--- config.mk ---
export PLATFORM = sky130hd
export DESIGN_NAME = extent_fifo
export DESIGN_NICKNAME = d
export VERILOG_FILES = /design/src/hdl/obb_pkg.sv /design/src/hdl/extent_fifo.sv
export SDC_FILE = /design/constraint.sdc
export NUM_CORES = 1
export LEC_CHECK = 0
export ABC_AREA = 1
export BUFFER_PORTS_ARGS = -buffer_cell sky130_fd_sc_hd__buf_4
export CAP_MARGIN = 20
export CORE_MARGIN = 8
export CORE_UTILIZATION = 47
export DETAILED_ROUTE_END_ITERATION = 7
export GPL_ROUTABILITY_DRIVEN = 0
export PLACE_DENSITY = 0.75
export SLEW_MARGIN = 20
export SYNTH_ARGS = -nofsm -noshare
export SYNTH_HDL_FRONTEND = slang
export SYNTH_SLANG_ARGS = --single-unit
--- constraint.sdc ---
create_clock -name clk -period 11.65 [get_ports clk]
set_clock_uncertainty 0.1 [all_clocks]
set_input_delay 2.33 -clock clk [delete_from_list [all_inputs] [get_ports clk]]
set_output_delay 2.33 -clock clk [all_outputs]
set_load 0.01 [all_outputs]
--- src/hdl/obb_pkg.sv ---
package obb_pkg;

    // Fixed-point formats
    localparam int POS_W      = 22;  // Q8.14
    localparam int AXIS_W     = 16;  // Q2.14
    localparam int PROJ_W     = 32;  // Q8.24
    localparam int POS_FRAC   = 14;
    localparam int AXIS_FRAC  = 14;
    localparam int PROJ_FRAC  = 24;
    localparam int PROJ_SHIFT = 18;

    // Corner offset from the reference centre carries POS_FRAC + AXIS_FRAC fraction bits
    localparam int REL_W = 40;
    localparam int DOT_W = REL_W + AXIS_W + 1;

    localparam int FIFO_DEPTH = 2;
    localparam int FIFO_PTR_W = $clog2(FIFO_DEPTH);

    // APB register map
    localparam int APB_ADDR_W = 12;
    localparam int APB_DATA_W = 32;
    localparam int BOX_WORDS  = 6;
    localparam logic [APB_ADDR_W-1:0] ADDR_CTRL   = 12'h000;
    localparam logic [APB_ADDR_W-1:0] ADDR_STATUS = 12'h004;
    localparam logic [APB_ADDR_W-1:0] ADDR_BOX_A  = 12'h008;
    localparam logic [APB_ADDR_W-1:0] ADDR_BOX_B  = 12'h020;
    localparam logic [APB_ADDR_W-1:0] ADDR_FLAGS  = 12'h038;
    localparam logic [APB_ADDR_W-1:0] ADDR_DEPTH  = 12'h03C;
    localparam logic [APB_ADDR_W-1:0] ADDR_NORMAL = 12'h040;

    typedef struct packed {
        logic signed [POS_W-1:0] x;
        logic signed [POS_W-1:0] y;
    } vec_pos_t;

    typedef struct packed {
        logic signed [AXIS_W-1:0] x;
        logic signed [AXIS_W-1:0] y;
    } vec_axis_t;

    typedef struct packed {
        vec_pos_t                centre;
        vec_axis_t               u;
        logic signed [POS_W-1:0] half_w;
        logic signed [POS_W-1:0] half_h;
    } box_t;

    // Extents of one pass plus the size and axis of the box projected onto
    typedef struct packed {
        logic signed [PROJ_W-1:0] min_u;
        logic signed [PROJ_W-1:0] max_u;
        logic signed [PROJ_W-1:0] min_v;
        logic signed [PROJ_W-1:0] max_v;
        logic signed [POS_W-1:0]  half_w;
        logic signed [POS_W-1:0]  half_h;
        vec_axis_t                u;
    } extent_t;

    typedef struct packed {
        logic                     collision;
        logic signed [PROJ_W-1:0] depth;
        vec_axis_t                normal;
    } result_t;

    // Second box axis is u turned a quarter turn counter-clockwise
    function automatic vec_axis_t rot90(vec_axis_t a);
        vec_axis_t r;
        r.x = -a.y;
        r.y = a.x;
        return r;
    endfunction

endpackage

--- src/hdl/extent_fifo.sv ---
`timescale 1ns/1ps

module extent_fifo
    import obb_pkg::*;
(
    input  logic    clk,
    input  logic    rst_n,
    input  extent_t ext_in,
    input  logic    ext_in_valid,
    input  logic    ext_out_ready,
    output logic    ext_in_ready,
    output extent_t ext_out,
    output logic    ext_out_valid
);

    extent_t               mem [FIFO_DEPTH];
    logic [FIFO_PTR_W-1:0] wr_ptr;
    logic [FIFO_PTR_W-1:0] rd_ptr;
    logic [FIFO_PTR_W:0]   count;
    logic                  push;
    logic                  pop;

    function automatic logic [FIFO_PTR_W-1:0] next_ptr(logic [FIFO_PTR_W-1:0] p);
        if (p == FIFO_PTR_W'(FIFO_DEPTH - 1)) begin
            return '0;
        end
        return p + FIFO_PTR_W'(1);
    endfunction

    assign ext_in_ready  = count < (FIFO_PTR_W + 1)'(FIFO_DEPTH);
    assign ext_out_valid = count != '0;
    assign push          = ext_in_valid && ext_in_ready;
    assign pop           = ext_out_valid && ext_out_ready;
    assign ext_out       = mem[rd_ptr];

    always_ff @(posedge clk) begin
        if (push) begin
            mem[wr_ptr] <= ext_in;
        end
    end

    always_ff @(posedge clk) begin
        if (!rst_n) begin
            wr_ptr <= '0;
            rd_ptr <= '0;
            count  <= '0;
        end else begin
            if (push) wr_ptr <= next_ptr(wr_ptr);
            if (pop) rd_ptr <= next_ptr(rd_ptr);
            if (push && !pop) begin
                count <= count + (FIFO_PTR_W + 1)'(1);
            end else if (pop && !push) begin
                count <= count - (FIFO_PTR_W + 1)'(1);
            end
        end
    end

endmodule

==> qor.txt <==
final WL - 34.9 mm
clk_lat worst skew - 510 ps
Worst Path Required - 9220 ps
DR iter-0 viols - 430
crit path max fanout - 60
clock sinks - 413
die height - 198 um
Area after DPL - 0.0191 mm2
vias per cell - 4.85
clock buffer count from CTS - 42
Cells after Synth - 670
synthesized cell area - 0.0156 mm2
static leakage - 0.00788 uW
max-cap viol count - 0
Global Route Usage Sum - 17.0%
chip width - 198 um
# rows - 66
Yosys reg bits - 413
Logic pwr share - 27.6%
Initial Util - 47.9%
Mean Syn Cell Area - 23.3 um2
post-layout net count - 1,322
minimum clock period - 6040 ps
P&R area growth vs syn - 30.5%
count of cell types in the netlist - 15
Hold Crit Class - reg -> reg
worst-margin pin slew - 1090 ps
DR WL/cell - 22.0 um
FILL cells - 2,296
Antenna Violating Nets Remaining - 0
Worst setup SP type - flop
Crit path arrival time - 3610 ps
top cells by area, synth - edfxtp_1 78%, mux2_4 15%, mux2_2 3.2%
Synth Net Count - 879
area leader, netlist - edfxtp_1
Boundary Pins - 414
Achievable Freq - 166 MHz
Synth top area share - 78.4%
Slew HR - 27.5%
Placed Cells - 1,511
period utilization - 51.8%
area of the multi-input gates - 0.00302 mm2
CTS resizes - 0
CP Class - reg -> out
root buffer cell - clkbuf_16
Setup violations, final - 0
cts hold-fix bufs - 0
share of cells above drive strength 1 - 59.5%
setup bufs post-CTS - 0
largest net degree at the start of global routing - 82
IO buf count - 413
drt drc - 0
maximum vdd drop - 0.155 mV
Clk pwr share - 27.5%
initial antenna violation count - 1
GRT Residual Overflow - 0
dpl hpwl - 25.1 mm
P_sw - 1150 uW
RSZ-0062 raised after global routing - false
Cell Int Power - 3260 uW
PD cells - 217 mW/mm2
Longest Clk Path Bufs - 3
Ys Warns - 0
crit end category - output pin
FF/Latch Area - 0.0124 mm2
Std-Cell Core Area - 0.0326 mm2
global-route wire length before repair - 50.5 mm
Vias - 7,702
design area - 0.0204 mm2
H-Tree Depth - 2
Flop pwr share - 45.0%
Slew Viols, Final - 0
clock-pin slew on the worst setup and hold paths - 60 ps
final design utilization - 62.5%
Non-Filler Instances - 1,587
post-synthesis sequential area ratio - 79.1%
die area - 0.0393 mm2
Final Hold Viols - 0
status - completed
switching part of the total - 26.2%
TritonCTS clock tree - done
vias in the first global route - 8,296
DRT Pass-1 Iters - 5
-- synth_stat cells --
master    count
nand3_1       1
nand2_1       8
mux2_2       44
inv_1         8
nor2_1        6
ha_1          1
buf_6        19
edfxtp_1    408
dfxtp_1       5
a21oi_1       2
o21ai_0       2
buf_2         4
nand4_1       1
mux2_4      160
o21a_1        1
-- cells in the final DEF (no fill, tap or decap), types with 8 or more instances in the layout --
| cell | count |
|---|---|
| inv_1 | 8 |
| nand2_1 | 8 |
| buf_4 | 422 |
| mux2_2 | 44 |
| clkbuf_16 | 45 |
| mux2_4 | 160 |
| clkinv_1 | 13 |
| clkbuf_1 | 10 |
| edfxtp_1 | 408 |
-- through the flow --
| stage | hold slack, ps | TNS, ps | setup WS (ps) | total power (uW) |
|---|---|---|---|---|
| 6_report | 400 | 0 | 5610 | 4410 |
| 5_1_grt | 439 | 0 | 5420 | 4600 |
| 4_1_cts | 409 | 0 | 5570 | 4470 |
| 3_5_place_dp | 395 | 0 | 6120 | 3250 |
| 3_3_place_gp | 382 | 0 | 6160 | 3230 |
| 2_1_floorplan | 359 | -47710 | -117 | 2790 |
-- flip-flops by register name, summed over array words and instances, names as in the netlist, named ones only --
register  count
rd_ptr        1
wr_ptr        1
mem         408
count         2
-- power groups by stage --
| stage | logic, uW | registers (uW) | clock network, uW |
|---|---|---|---|
| detailed placement | 1240 | 2020 | 0 |
| global route | 1290 | 2000 | 1300 |
| CTS | 1240 | 1990 | 1250 |
| floorplan | 730 | 2060 | 0 |
| global placement | 1230 | 2010 | 0 |
| finish | 1220 | 1980 | 1210 |
-- path summary, 6_finish.rpt --
check,startpoint,endpoint,slack [ps],cells past startpoint
max,flop,ext_out[30],5610,4
min,rd_ptr,rd_ptr,400,2
max reg2reg,count[1],mem[0][35],8410,5
min reg2reg,rd_ptr,rd_ptr,400,2
-- metal layers --
layer	vias up	part of all wire, %	track usage (%)
met5	-	0	0
met4	0	3.4	6.47
met3	71	8.4	5.30
met2	321	52	29.8
met1	3765	37	19.2
li1	3545	-	-
-- critical path, stage by stage, from the launching register on --
cell     delay, ps
dfxtp_4        720
buf_4          790
buf_4          890
mux2_4         360
buf_4          140
-- layout make-up --
cell class,count,share of cell area [%]
tap,442,2.71
inverter,8,0.147
clock inverter,20,0.473
clock buffer,55,5.71
multi-input combinational,226,14.8
antenna,1,0.0123
timing repair buffer,422,15.5
sequential,413,60.6
-- cell families after synthesis --
group | Yosys count | share of synthesized area, %
compound gates | 5 | 0.176
fa+ha+maj | 1 | 0.0801
mux | 204 | 18.6
flops | 413 | 79.1
simple gates | 16 | 0.409
buf+inv | 31 | 1.69
(Power assumes the default switching activity.)
