$ cat config.mk
export PLATFORM = sky130hd
export DESIGN_NAME = penetration_resolver
export DESIGN_NICKNAME = d
export VERILOG_FILES = /design/src/hdl/obb_pkg.sv /design/src/hdl/penetration_resolver.sv
export SDC_FILE = /design/constraint.sdc
export NUM_CORES = 1
export LEC_CHECK = 0
export BUFFER_PORTS_ARGS = -buffer_cell sky130_fd_sc_hd__buf_2
export CAP_MARGIN = 10
export CORE_ASPECT_RATIO = 1.4
export CORE_MARGIN = 2
export CORE_UTILIZATION = 55
export CTS_CLUSTER_SIZE = 10
export DETAILED_ROUTE_END_ITERATION = 10
export MAX_ROUTING_LAYER = met4
export PLACE_DENSITY = 0.79
export SYNTH_ARGS = -nofsm -noshare
export SYNTH_HDL_FRONTEND = slang
export SYNTH_SLANG_ARGS = --single-unit
export TNS_END_PERCENT = 50
$ cat constraint.sdc
create_clock -name clk -period 17.1 [get_ports clk]
set_input_delay 0 -clock clk [delete_from_list [all_inputs] [get_ports clk]]
set_output_delay 0 -clock clk [all_outputs]
set_load 0.02 [all_outputs]
$ cat src/hdl/obb_pkg.sv
package obb_pkg;

    // Fixed-point formats
    localparam int POS_W      = 22;  // Q8.14
    localparam int AXIS_W     = 16;  // Q2.14
    localparam int PROJ_W     = 32;  // Q8.24
    localparam int POS_FRAC   = 14;
    localparam int AXIS_FRAC  = 14;
    localparam int PROJ_FRAC  = 24;
    localparam int PROJ_SHIFT = 18;

    // Corner offset from the reference centre carries POS_FRAC + AXIS_FRAC fraction bits
    localparam int REL_W = 40;
    localparam int DOT_W = REL_W + AXIS_W + 1;

    localparam int FIFO_DEPTH = 2;
    localparam int FIFO_PTR_W = $clog2(FIFO_DEPTH);

    // APB register map
    localparam int APB_ADDR_W = 12;
    localparam int APB_DATA_W = 32;
    localparam int BOX_WORDS  = 6;
    localparam logic [APB_ADDR_W-1:0] ADDR_CTRL   = 12'h000;
    localparam logic [APB_ADDR_W-1:0] ADDR_STATUS = 12'h004;
    localparam logic [APB_ADDR_W-1:0] ADDR_BOX_A  = 12'h008;
    localparam logic [APB_ADDR_W-1:0] ADDR_BOX_B  = 12'h020;
    localparam logic [APB_ADDR_W-1:0] ADDR_FLAGS  = 12'h038;
    localparam logic [APB_ADDR_W-1:0] ADDR_DEPTH  = 12'h03C;
    localparam logic [APB_ADDR_W-1:0] ADDR_NORMAL = 12'h040;

    typedef struct packed {
        logic signed [POS_W-1:0] x;
        logic signed [POS_W-1:0] y;
    } vec_pos_t;

    typedef struct packed {
        logic signed [AXIS_W-1:0] x;
        logic signed [AXIS_W-1:0] y;
    } vec_axis_t;

    typedef struct packed {
        vec_pos_t                centre;
        vec_axis_t               u;
        logic signed [POS_W-1:0] half_w;
        logic signed [POS_W-1:0] half_h;
    } box_t;

    // Extents of one pass plus the size and axis of the box projected onto
    typedef struct packed {
        logic signed [PROJ_W-1:0] min_u;
        logic signed [PROJ_W-1:0] max_u;
        logic signed [PROJ_W-1:0] min_v;
        logic signed [PROJ_W-1:0] max_v;
        logic signed [POS_W-1:0]  half_w;
        logic signed [POS_W-1:0]  half_h;
        vec_axis_t                u;
    } extent_t;

    typedef struct packed {
        logic                     collision;
        logic signed [PROJ_W-1:0] depth;
        vec_axis_t                normal;
    } result_t;

    // Second box axis is u turned a quarter turn counter-clockwise
    function automatic vec_axis_t rot90(vec_axis_t a);
        vec_axis_t r;
        r.x = -a.y;
        r.y = a.x;
        return r;
    endfunction

endpackage

$ cat src/hdl/penetration_resolver.sv
`timescale 1ns/1ps

module penetration_resolver
    import obb_pkg::*;
(
    input  logic    clk,
    input  logic    rst_n,
    input  extent_t ext_out,
    input  logic    ext_out_valid,
    output logic    ext_out_ready,
    output result_t res,
    output logic    res_valid
);

    logic signed [PROJ_W-1:0] hw_ext;
    logic signed [PROJ_W-1:0] hh_ext;
    vec_axis_t                v_axis;
    logic signed [PROJ_W-1:0] pen [4];
    vec_axis_t                nrm [4];
    logic signed [PROJ_W-1:0] cand_depth;
    vec_axis_t                cand_normal;
    logic                     take;
    logic                     have_a;    // A pass result is waiting for the B pass
    logic signed [PROJ_W-1:0] a_depth;
    vec_axis_t                a_normal;

    // Half sizes brought up from Q8.14 to Q8.24
    always_comb begin
        hw_ext = PROJ_W'(ext_out.half_w) <<< (PROJ_FRAC - POS_FRAC);
        hh_ext = PROJ_W'(ext_out.half_h) <<< (PROJ_FRAC - POS_FRAC);
        v_axis = rot90(ext_out.u);

        pen[0]   = hw_ext - ext_out.min_u;
        nrm[0].x = -ext_out.u.x;
        nrm[0].y = -ext_out.u.y;
        pen[1]   = ext_out.max_u + hw_ext;
        nrm[1]   = ext_out.u;
        pen[2]   = hh_ext - ext_out.min_v;
        nrm[2].x = -v_axis.x;
        nrm[2].y = -v_axis.y;
        pen[3]   = ext_out.max_v + hh_ext;
        nrm[3]   = v_axis;

        // Strict compare keeps the earlier candidate on a tie
        cand_depth  = pen[0];
        cand_normal = nrm[0];
        for (int i = 1; i < 4; i++) begin
            if (pen[i] < cand_depth) begin
                cand_depth  = pen[i];
                cand_normal = nrm[i];
            end
        end
    end

    assign ext_out_ready = 1'b1;
    assign take          = ext_out_valid && ext_out_ready;

    always_ff @(posedge clk) begin
        if (!rst_n) begin
            have_a    <= 1'b0;
            res_valid <= 1'b0;
        end else begin
            res_valid <= take && have_a;
            if (take) begin
                have_a <= !have_a;
            end
        end
    end

    always_ff @(posedge clk) begin
        if (take && !have_a) begin
            a_depth  <= cand_depth;
            a_normal <= cand_normal;
        end
        if (take && have_a) begin
            // B pass wins only when strictly shallower
            if (cand_depth < a_depth) begin
                res.depth     <= cand_depth;
                res.normal    <= cand_normal;
                res.collision <= ~cand_depth[PROJ_W-1];
            end else begin
                res.depth     <= a_depth;
                res.normal    <= a_normal;
                res.collision <= ~a_depth[PROJ_W-1];
            end
        end
    end

endmodule

==> results.cfg <==
[worst_setup_path]
path_common_cell = a21o_1
setup.worst_path.start_class = input port
r2r_setup_slack_ns = 13.42
worstPathMaxFanout = 95
cp.arrival_ns = 15.46
r2r_end = res[47]
worstPathRequired_ns = 17.29
path_class = in2reg
rr_startpoint = a_depth[17]
crit_start = ext_out[179]
slowest_stage = or2_2
max_stage_delay_ns = 0.92
reg2reg_depth = 17
end_kind = flop

[floorplan]
row_count = 72
die_area_um2 = 29000
die_w_um = 144
ios = 274
start_util = 0.555
die_h_um = 201
coreArea_um2 = 27400

[routing]
wirelength_mm = 45.6
wl_per_cell_um = 19.1
vias = 14171
post-route-drc-count = 0
drt_pre_antenna_iters = 5
ant_nets = 0
vias_per_cell = 5.94
first_iter_violations = 864

[final_layout]
fillers = 2361
layout.nets = 2408
layout-drive-gt1-share = 0.189
area_delta_synth_final_pct = 15.4

[cts]
cts_setup_buffers = 0
cts_tree = done
cts_buffer_depth = 2
cts_buffers = 17
cts_root_buffer = clkbuf_16
clock_latency_ns = 0.44
cts.reportedPaths.clkPinSlew_ns = 0.06
cts_sinks = 131
ctsHtreeMaxLevel = 4

[synthesis]
synth.avg_cell_area_um2 = 8.73
ys_types = 87
synthesis.nets = 2150
async_flop_share = 0
yosys_register_bits = 131
netlist.area_leader.share = 0.255
ys_dominant_reg_cell = edfxtp_1
synth.yosys.warnings = 0
synth_top_area_cell = edfxtp_1
yosysSeqAreaShare = 0.258
yosysMostFrequentCell = ha_1
synth-edff-count = 129
synth_area_um2 = 15200
synthTopCellsByArea = edfxtp_1, ha_1, xnor2_1
syn_inst = 1740
synth_common_cells = ha_1, inv_1, nand2_1

[global_routing]
antenna_found_initial = 5
grt_max_degree = 96
first_global_vias = 13797
grt_pass1_wl_mm = 70.8
grt_use_total = 0.324
overflow = 0

[sta]
max_slew_margin = 0.312
min_period_ns = 15.28
setup_viol = 0
finalMaxSlewViolations = 0
worstMarginPinSlew_ns = 1.03
fin_setup_tns_ns = 0
fmax_mhz = 65.5
skew_ns = 0.0100
post-route-period-util = 0.893
rsz0062_at_grt = false
finalHoldViolCount = 0

[hold_path]
hp-class = in2reg
hp-start = ext_out[25]
hold_path_end = a_normal[9]
holdPathStages = 3

[job]
cap_violations = 0

[status]
outcome = complete, no violations

[placed_design]
hpwl_mm = 37.3
routabilityCongestion = 1.01
portBuffers = 272
## stage by stage
step | hold slack, ns | area [um^2] | util | worst slack, ns | std cells
after CTS | 0.00354 | 17500 | 0.640 | 2.05 | 2381
final | 0.0209 | 17500 | 0.640 | 1.82 | 2386
after floorplan | 0.118 | 15200 | - | 4.58 | 1740
after global placement | 0.214 | 16800 | 0.614 | 2.20 | 2336
after detailed placement | 0.235 | 16800 | 0.614 | 1.65 | 2336
after global routing | 0.0330 | 17500 | 0.640 | 0.501 | 2386
## worst max path at each step
stage | end | cells past startpoint
floorplan | res[55] | 72
global placement | res[17] | 64
detailed placement | res[2] | 64
CTS | res[2] | 64
global route | res[47] | 65
finish | res[47] | 65
## flip-flops by register name (all words and copies together) (netlist names)
name and cells:
have_a 1, a_normal 32, res_valid 1, res 65, a_depth 32
## routing by layer
| layer | part of all wire | global-route usage | routed length [um] | up-vias |
|---|---|---|---|---|
| li1 | - | - | - | 6954 |
| met1 | 0.40 | 0.364 | 18100 | 6658 |
| met2 | 0.51 | 0.570 | 23400 | 454 |
| met3 | 0.045 | 0.0372 | 2060 | 105 |
| met4 | 0.044 | 0.142 | 2020 | 0 |
| met5 | 0 | - | 0 | - |
## kinds of logic after synthesis
group,count (synthesis),synth area share
compound gates,478,0.208
xor+xnor,143,0.0834
fa+ha+maj,206,0.170
buf+inv,194,0.0543
flops,131,0.258
mux,92,0.0670
other cells,1,0.000247
simple gates,495,0.159
## placed cells by master, fill, tap and decap left out, drive strengths merged, types with 5 or more instances in the layout
cell	n
buf	281
ha	201
inv	145
nand2	136
edfxtp	129
o21ai	127
a21oi	123
nor2	109
xnor2	92
mux2	77
a21o	66
nor3	64
xor2	50
nand4	30
nand3	28
and3	22
o21bai	19
nor2b	19
clkbuf	18
a211oi	17
o21a	16
nand2b	16
mux2i	15
nor4	14
a31oi	13
or3	13
dlygate4sd3	13
nor3b	12
or2	11
a221o	11
o22a	9
o22ai	8
a221oi	8
and2	7
o31ai	6
diode	5
a211o	5
o211a	5
o2111ai	5
a41oi	5
## timing repair
action | 4_1_cts | 5_1_grt
hold buffers | 13 | 0
resized for setup | 0 | 0
endpoints found under the hold margin | 12 | 0
## cell type report
cell class | instances | area (um^2) | area share
clock buffer | 18 | 429 | 0.0245
clock inverter | 14 | 151 | 0.00863
multi-input combinational | 1415 | 10500 | 0.598
sequential | 131 | 3910 | 0.223
antenna | 5 | 12.5 | 0.000714
inverter | 139 | 522 | 0.0298
tap | 370 | 463 | 0.0264
timing repair buffer | 294 | 1560 | 0.0889
## critical path, delay by kind of cell
| kind | cells | cell delay (ns) |
|---|---|---|
| simple gates | 15 | 3.87 |
| buf+inv | 5 | 1.73 |
| mux | 2 | 0.83 |
| xor+xnor | 2 | 0.72 |
| compound gates | 37 | 7.05 |
| fa+ha+maj | 4 | 1.18 |
Power is not shown: default switching activity piles up to over one toggle a cycle in this logic, so the estimate is an artifact.
