$ cat src/hdl/obb_pkg.sv
package obb_pkg;

    // Fixed-point formats
    localparam int POS_W      = 22;  // Q8.14
    localparam int AXIS_W     = 16;  // Q2.14
    localparam int PROJ_W     = 32;  // Q8.24
    localparam int POS_FRAC   = 14;
    localparam int AXIS_FRAC  = 14;
    localparam int PROJ_FRAC  = 24;
    localparam int PROJ_SHIFT = 18;

    // Corner offset from the reference centre carries POS_FRAC + AXIS_FRAC fraction bits
    localparam int REL_W = 40;
    localparam int DOT_W = REL_W + AXIS_W + 1;

    localparam int FIFO_DEPTH = 2;
    localparam int FIFO_PTR_W = $clog2(FIFO_DEPTH);

    // APB register map
    localparam int APB_ADDR_W = 12;
    localparam int APB_DATA_W = 32;
    localparam int BOX_WORDS  = 6;
    localparam logic [APB_ADDR_W-1:0] ADDR_CTRL   = 12'h000;
    localparam logic [APB_ADDR_W-1:0] ADDR_STATUS = 12'h004;
    localparam logic [APB_ADDR_W-1:0] ADDR_BOX_A  = 12'h008;
    localparam logic [APB_ADDR_W-1:0] ADDR_BOX_B  = 12'h020;
    localparam logic [APB_ADDR_W-1:0] ADDR_FLAGS  = 12'h038;
    localparam logic [APB_ADDR_W-1:0] ADDR_DEPTH  = 12'h03C;
    localparam logic [APB_ADDR_W-1:0] ADDR_NORMAL = 12'h040;

    typedef struct packed {
        logic signed [POS_W-1:0] x;
        logic signed [POS_W-1:0] y;
    } vec_pos_t;

    typedef struct packed {
        logic signed [AXIS_W-1:0] x;
        logic signed [AXIS_W-1:0] y;
    } vec_axis_t;

    typedef struct packed {
        vec_pos_t                centre;
        vec_axis_t               u;
        logic signed [POS_W-1:0] half_w;
        logic signed [POS_W-1:0] half_h;
    } box_t;

    // Extents of one pass plus the size and axis of the box projected onto
    typedef struct packed {
        logic signed [PROJ_W-1:0] min_u;
        logic signed [PROJ_W-1:0] max_u;
        logic signed [PROJ_W-1:0] min_v;
        logic signed [PROJ_W-1:0] max_v;
        logic signed [POS_W-1:0]  half_w;
        logic signed [POS_W-1:0]  half_h;
        vec_axis_t                u;
    } extent_t;

    typedef struct packed {
        logic                     collision;
        logic signed [PROJ_W-1:0] depth;
        vec_axis_t                normal;
    } result_t;

    // Second box axis is u turned a quarter turn counter-clockwise
    function automatic vec_axis_t rot90(vec_axis_t a);
        vec_axis_t r;
        r.x = -a.y;
        r.y = a.x;
        return r;
    endfunction

endpackage

$ cat src/hdl/obb_apb_regs.sv
`timescale 1ns/1ps

module obb_apb_regs
    import obb_pkg::*;
(
    input  logic                  clk,
    input  logic                  rst_n,
    input  logic                  psel,
    input  logic                  penable,
    input  logic                  pwrite,
    input  logic [APB_ADDR_W-1:0] paddr,
    input  logic [APB_DATA_W-1:0] pwdata,
    input  result_t               res,
    input  logic                  res_valid,
    output logic [APB_DATA_W-1:0] prdata,
    output logic                  pready,
    output logic                  pslverr,
    output box_t                  box_a,
    output box_t                  box_b,
    output logic                  start
);

    logic                  access;
    logic                  addr_ok;
    logic                  hit_a;
    logic                  hit_b;
    logic                  ctrl_go;
    logic [APB_ADDR_W-1:0] off_a;
    logic [APB_ADDR_W-1:0] off_b;
    logic                  busy;
    logic                  done;
    result_t               res_q;

    function automatic logic [APB_DATA_W-1:0] ext_pos(logic [POS_W-1:0] v);
        return {{(APB_DATA_W-POS_W){v[POS_W-1]}}, v};
    endfunction

    function automatic logic [APB_DATA_W-1:0] ext_axis(logic [AXIS_W-1:0] v);
        return {{(APB_DATA_W-AXIS_W){v[AXIS_W-1]}}, v};
    endfunction

    // Word order inside a box block is pos_x, pos_y, u_x, u_y, half_w, half_h
    function automatic logic [APB_DATA_W-1:0] box_word(box_t b, logic [2:0] idx);
        case (idx)
            3'd0:    return ext_pos(b.centre.x);
            3'd1:    return ext_pos(b.centre.y);
            3'd2:    return ext_axis(b.u.x);
            3'd3:    return ext_axis(b.u.y);
            3'd4:    return ext_pos(b.half_w);
            default: return ext_pos(b.half_h);
        endcase
    endfunction

    function automatic box_t box_write(box_t b, logic [2:0] idx, logic [APB_DATA_W-1:0] d);
        box_t r;
        r = b;
        case (idx)
            3'd0:    r.centre.x = d[POS_W-1:0];
            3'd1:    r.centre.y = d[POS_W-1:0];
            3'd2:    r.u.x = d[AXIS_W-1:0];
            3'd3:    r.u.y = d[AXIS_W-1:0];
            3'd4:    r.half_w = d[POS_W-1:0];
            default: r.half_h = d[POS_W-1:0];
        endcase
        return r;
    endfunction

    assign access = psel && penable;
    assign off_a  = paddr - ADDR_BOX_A;
    assign off_b  = paddr - ADDR_BOX_B;
    assign hit_a  = (paddr >= ADDR_BOX_A) && (off_a < APB_ADDR_W'(4 * BOX_WORDS));
    assign hit_b  = (paddr >= ADDR_BOX_B) && (off_b < APB_ADDR_W'(4 * BOX_WORDS));

    assign addr_ok = (paddr[1:0] == 2'b00) &&
                     (hit_a || hit_b || paddr == ADDR_CTRL || paddr == ADDR_STATUS ||
                      paddr == ADDR_FLAGS || paddr == ADDR_DEPTH || paddr == ADDR_NORMAL);

    assign pready  = 1'b1;
    assign pslverr = access && !addr_ok;

    // A start request while a check runs is dropped
    assign ctrl_go = access && pwrite && paddr == ADDR_CTRL && pwdata[0] && !busy;

    always_comb begin
        prdata = '0;
        if (psel && !pwrite && addr_ok) begin
            if (hit_a) begin
                prdata = box_word(box_a, off_a[4:2]);
            end else if (hit_b) begin
                prdata = box_word(box_b, off_b[4:2]);
            end else begin
                case (paddr)
                    ADDR_STATUS: prdata = APB_DATA_W'({done, busy});
                    ADDR_FLAGS:  prdata = APB_DATA_W'(res_q.collision);
                    ADDR_DEPTH:  prdata = res_q.depth;
                    ADDR_NORMAL: prdata = {res_q.normal.y, res_q.normal.x};
                    default:     prdata = '0;
                endcase
            end
        end
    end

    always_ff @(posedge clk) begin
        if (access && pwrite && addr_ok) begin
            if (hit_a) begin
                box_a <= box_write(box_a, off_a[4:2], pwdata);
            end
            if (hit_b) begin
                box_b <= box_write(box_b, off_b[4:2], pwdata);
            end
        end
    end

    always_ff @(posedge clk) begin
        if (!rst_n) begin
            start <= 1'b0;
            busy  <= 1'b0;
            done  <= 1'b0;
            res_q <= '0;
        end else begin
            start <= ctrl_go;
            if (ctrl_go) begin
                busy <= 1'b1;
                done <= 1'b0;
            end else if (res_valid && busy) begin
                busy  <= 1'b0;
                done  <= 1'b1;
                res_q <= res;
            end
        end
    end

endmodule

$ cat config.mk
export PLATFORM = sky130hd
export DESIGN_NAME = obb_apb_regs
export DESIGN_NICKNAME = d
export VERILOG_FILES = /design/src/hdl/obb_pkg.sv /design/src/hdl/obb_apb_regs.sv
export SDC_FILE = /design/constraint.sdc
export NUM_CORES = 1
export LEC_CHECK = 0
export BUFFER_PORTS_ARGS = -buffer_cell sky130_fd_sc_hd__clkbuf_2
export CAP_MARGIN = 0
export CORE_ASPECT_RATIO = 0.8
export CORE_MARGIN = 2
export CORE_UTILIZATION = 47
export DETAILED_ROUTE_END_ITERATION = 6
export GPL_TIMING_DRIVEN = 0
export PLACE_DENSITY = 0.77
export SLEW_MARGIN = 30
export SYNTH_ARGS = -nofsm -noshare
export SYNTH_HDL_FRONTEND = slang
export SYNTH_SLANG_ARGS = --single-unit
$ cat constraint.sdc
create_clock -name clk -period 4.4 [get_ports clk]
set_input_delay 0 -clock clk [delete_from_list [all_inputs] [get_ports clk]]
set_output_delay 0 -clock clk [all_outputs]
set_load 0.01 [all_outputs]
==> impl_results.md <==
- Status: finished, violations left
- Failing checks: design-rule violations
- Die area: 29000 um2
- DPL Wire Length: 37.1 mm
- WP buf/inv: 7
- Slowest-stage cell, CP: buf_1
- P per Cell Area: 345 nW/um2
- Hold Crit Depth: 5
- Nets: 1707
- First-iteration detailed-routing DRC count: 1630
- Final Critical Period: 4120 ps
- Routed wire length: 54.5 mm
- Dpl ws: -449 ps
- Final WS setup: 282 ps
- CP required: between 4000 and 5000 ps
- HP Start: paddr[6]
- Via count: about 12k
- Global-route wire length before repair: 77.5 mm
- Leak: 0.00689 uW
- Mapped Cells: 1021
- Grt ovf: 0
- Worst vdd ir: roughly 0.38 mV
- Syn nets: 1140
- Clock tree buffer depth: 3
- Layout Skew: 10.4 ps
- Fraction of registers with async set or reset after synthesis: 0
- Initial Util: 0.477
- Yosys Warn Count: 0
- R2R cell count: 6
- Predominant post-synthesis flop cell: edfxtp_1
- Relative slew slack: 0.322
- Max-slew violation count: 0
- Routability Congestion: 0.929
- Highest cell delay on the worst timing path: 760 ps
- Initial antenna violation count: 0
- DR DRC count: 1
- CTS Buf Count: 31
- DIE WIDTH: around 190 um
- CP Cell Sequence: clkbuf_2 -> buf_2 -> clkinv_1 -> clkbuf_1 -> ha_1 -> clkbuf_1 -> buf_1 -> a21oi_1 -> a21oi_1 -> nor3_1 -> a31o_2 -> clkbuf_2
- H-tree levels: 1
- RSZ-0062 raised after global routing: false
- Setup violators final: 0
- Sequential area share after synthesis: 0.659
- CTS Root Cell: clkbuf_16
- Syn avg cell area: 12.7 um2
- Critical path endpoint category: output pin
- Core Rows: 54
- Crit start category: input pin
- Sum Neg Setup Slack: 0 ps
- # Max-Cap Violations: 0
- Mapped cell area: 13000 um2
- Share of cells above drive strength 1: 0.318
- Final hold violations: 0
- Seq cells post-synth: just over 300
- Layout Area Growth over Synthesis: 38.6%
- Worst Setup SP: paddr[3]
- Final period util: 0.936
- Latest clock arrival within the worst-skew pair: 560 ps
- Crit path kind: input pin to output pin
- Max FO, Critical Path: 11
- EDFF count, synth: 240
- Worst Hold Class: input pin to flop
- Antenna-violating nets left: 0
- Crit path DAT: 4120 ps
- Core Box Area: 27200 um2
- All-Layer GR Usage: 0.367
- Worst slew pin tran: 1020 ps
- I/O pin total: 390
- Dpl cells: 1781
- N_diodes: 0
- Clk sink count: roughly 310
- Top delay family on crit path: buffers and inverters
- Die height: 153 um
- Final std cells w/o fill: 1975
- First drt pass iteration count: 7
- CTS tree: yes
- DR WL/cell: 27.6 um
- Vias per cell: approximately 6.1
- Cell variety after synth: 66
- Critical path depth in cells: 12
- Fmax: 0.243 GHz
- Reg2Reg Launch Point: busy$_SDFFE_PN0P_
- Port Buffers: ~380
- Clock-pin slew on the worst setup and hold paths: 60 ps
- Vias in the first global route: 12.1k
- Largest net degree at the start of global routing: 23
-- registers in the layout, summed over array words and instances, names as in the netlist --
| register | count |
|---|---|
| box_a | 120 |
| box_b | 120 |
| res_q | 65 |
| busy | 1 |
| done | 1 |
| start | 1 |
-- report_power, final --
group,internal [uW],switching [uW],leakage (uW),total (uW)
combinational,167,268,0.00370,435
clock,1520,1130,0.000486,2650
sequential,3130,0.0941,0.00270,3130
-- layout make-up --
type | instances | area (um2)
fillers | 2005 | 9220
flip-flops and latches | 308 | 8570
multi-input cells | 630 | 4140
repair buffers | 534 | 3490
clock buffers | 36 | 795
well taps | 364 | 455
plain buffers | 75 | 329
clock inverters | 20 | 200
inverters | 8 | 30.0
-- metal layers --
| layer | part of all wire | wire length (um) | vias up | global-route usage |
|---|---|---|---|---|
| met5 | 0 | 0 | - | 0 |
| met4 | 0.055 | 3020 | 0 | 0.183 |
| met3 | 0.13 | 7310 | 218 | 0.111 |
| met2 | 0.44 | 24100 | 1029 | 0.561 |
| met1 | 0.37 | 20100 | 5780 | 0.476 |
| li1 | - | - | 5029 | - |
-- tightest hold or removal path, delay by kind of cell --
kind / cells / cell delay [ps]
buffers and inverters: 1 / 160
AND/OR/NAND/NOR: 4 / 370
-- synth_stat cells (all sizes together), types with 4 or more instances --
master | n | area (um2)
nand2b | 13 | 81.3
nor3 | 23 | 131
a222oi | 4 | 40.0
mux2i | 42 | 420
edfxtp | 240 | 7210
a211oi | 15 | 113
and3 | 4 | 25.0
o32ai | 6 | 52.6
clkbuf | 44 | 166
o31ai | 4 | 30.0
nand2 | 166 | 623
a22oi | 18 | 135
a221oi | 14 | 123
a31o | 8 | 70.1
o22ai | 17 | 106
nand3b | 4 | 30.0
o211ai | 11 | 82.6
inv | 7 | 26.3
nand3 | 9 | 45.0
a21oi | 51 | 255
mux4 | 13 | 293
o221ai | 4 | 35.0
a21boi | 65 | 488
nor3b | 4 | 30.0
o21ai | 53 | 265
nor4 | 4 | 25.0
nor2 | 27 | 104
ha | 4 | 50.1
and2 | 7 | 43.8
dfxtp | 68 | 1360
buf | 31 | 160
-- kinds of logic (layout without fill, tap and decap cells) --
family / count (synthesis) / in the layout / synth area share
buffers and inverters: 83 / 673 / 0.0274
adders and majority gates: 4 / 4 / 0.00385
AOI/OAI and AO/OA: 294 / 294 / 0.157
xor gates and xnor gates: 2 / 2 / 0.00135
muxes: 56 / 56 / 0.0557
other: 1 / 1 / 0.000289
DFF: 308 / 308 / 0.659
and+or+nand+nor: 273 / 273 / 0.0946
-- per-stage QoR --
step	instance area [um2]	power (uW)	hold WS (ps)	utilization
after floorplan	13000	3360	90.9	-
final	18000	6210	11.0	0.662
after detailed placement	15600	3540	240	0.574
after global routing	18000	6330	47.8	0.662
after global placement	15300	3530	238	0.563
after CTS	18000	6180	6.49	0.661
-- path summary, 6_finish.rpt --
path,endpoint,slack [ps]
worst max-delay path,prdata[17],280
worst min-delay path,start$_SDFF_PN0_,10
worst max register to register,res_q[27]$_SDFFE_PN0P_,1840
worst min register to register,res_q[41]$_SDFFE_PN0P_,480
-- what timing repair did --
action,4_1_cts,5_1_grt
hold buffers,138,0
setup endpoints to repair,0,11
setup buffers,0,0
resized for setup,0,6
endpoints found under the hold margin,308,0
-- cell usage in the layout (no fill, tap or decap), types with 14 or more instances in the layout --
master         count
buf_4             15
o21ai_0           48
a22oi_1           18
a211oi_1          15
nor3_1            17
clkbuf_2         378
a21oi_1           50
mux2i_1           42
a21boi_0          65
clkbuf_1          46
nor2_1            24
buf_2             27
dlygate4sd3_1    138
o22ai_1           17
edfxtp_1         240
clkbuf_16         31
nand2_1          166
dfxtp_1           68
a221oi_1          14
(Power assumes the default switching activity.)
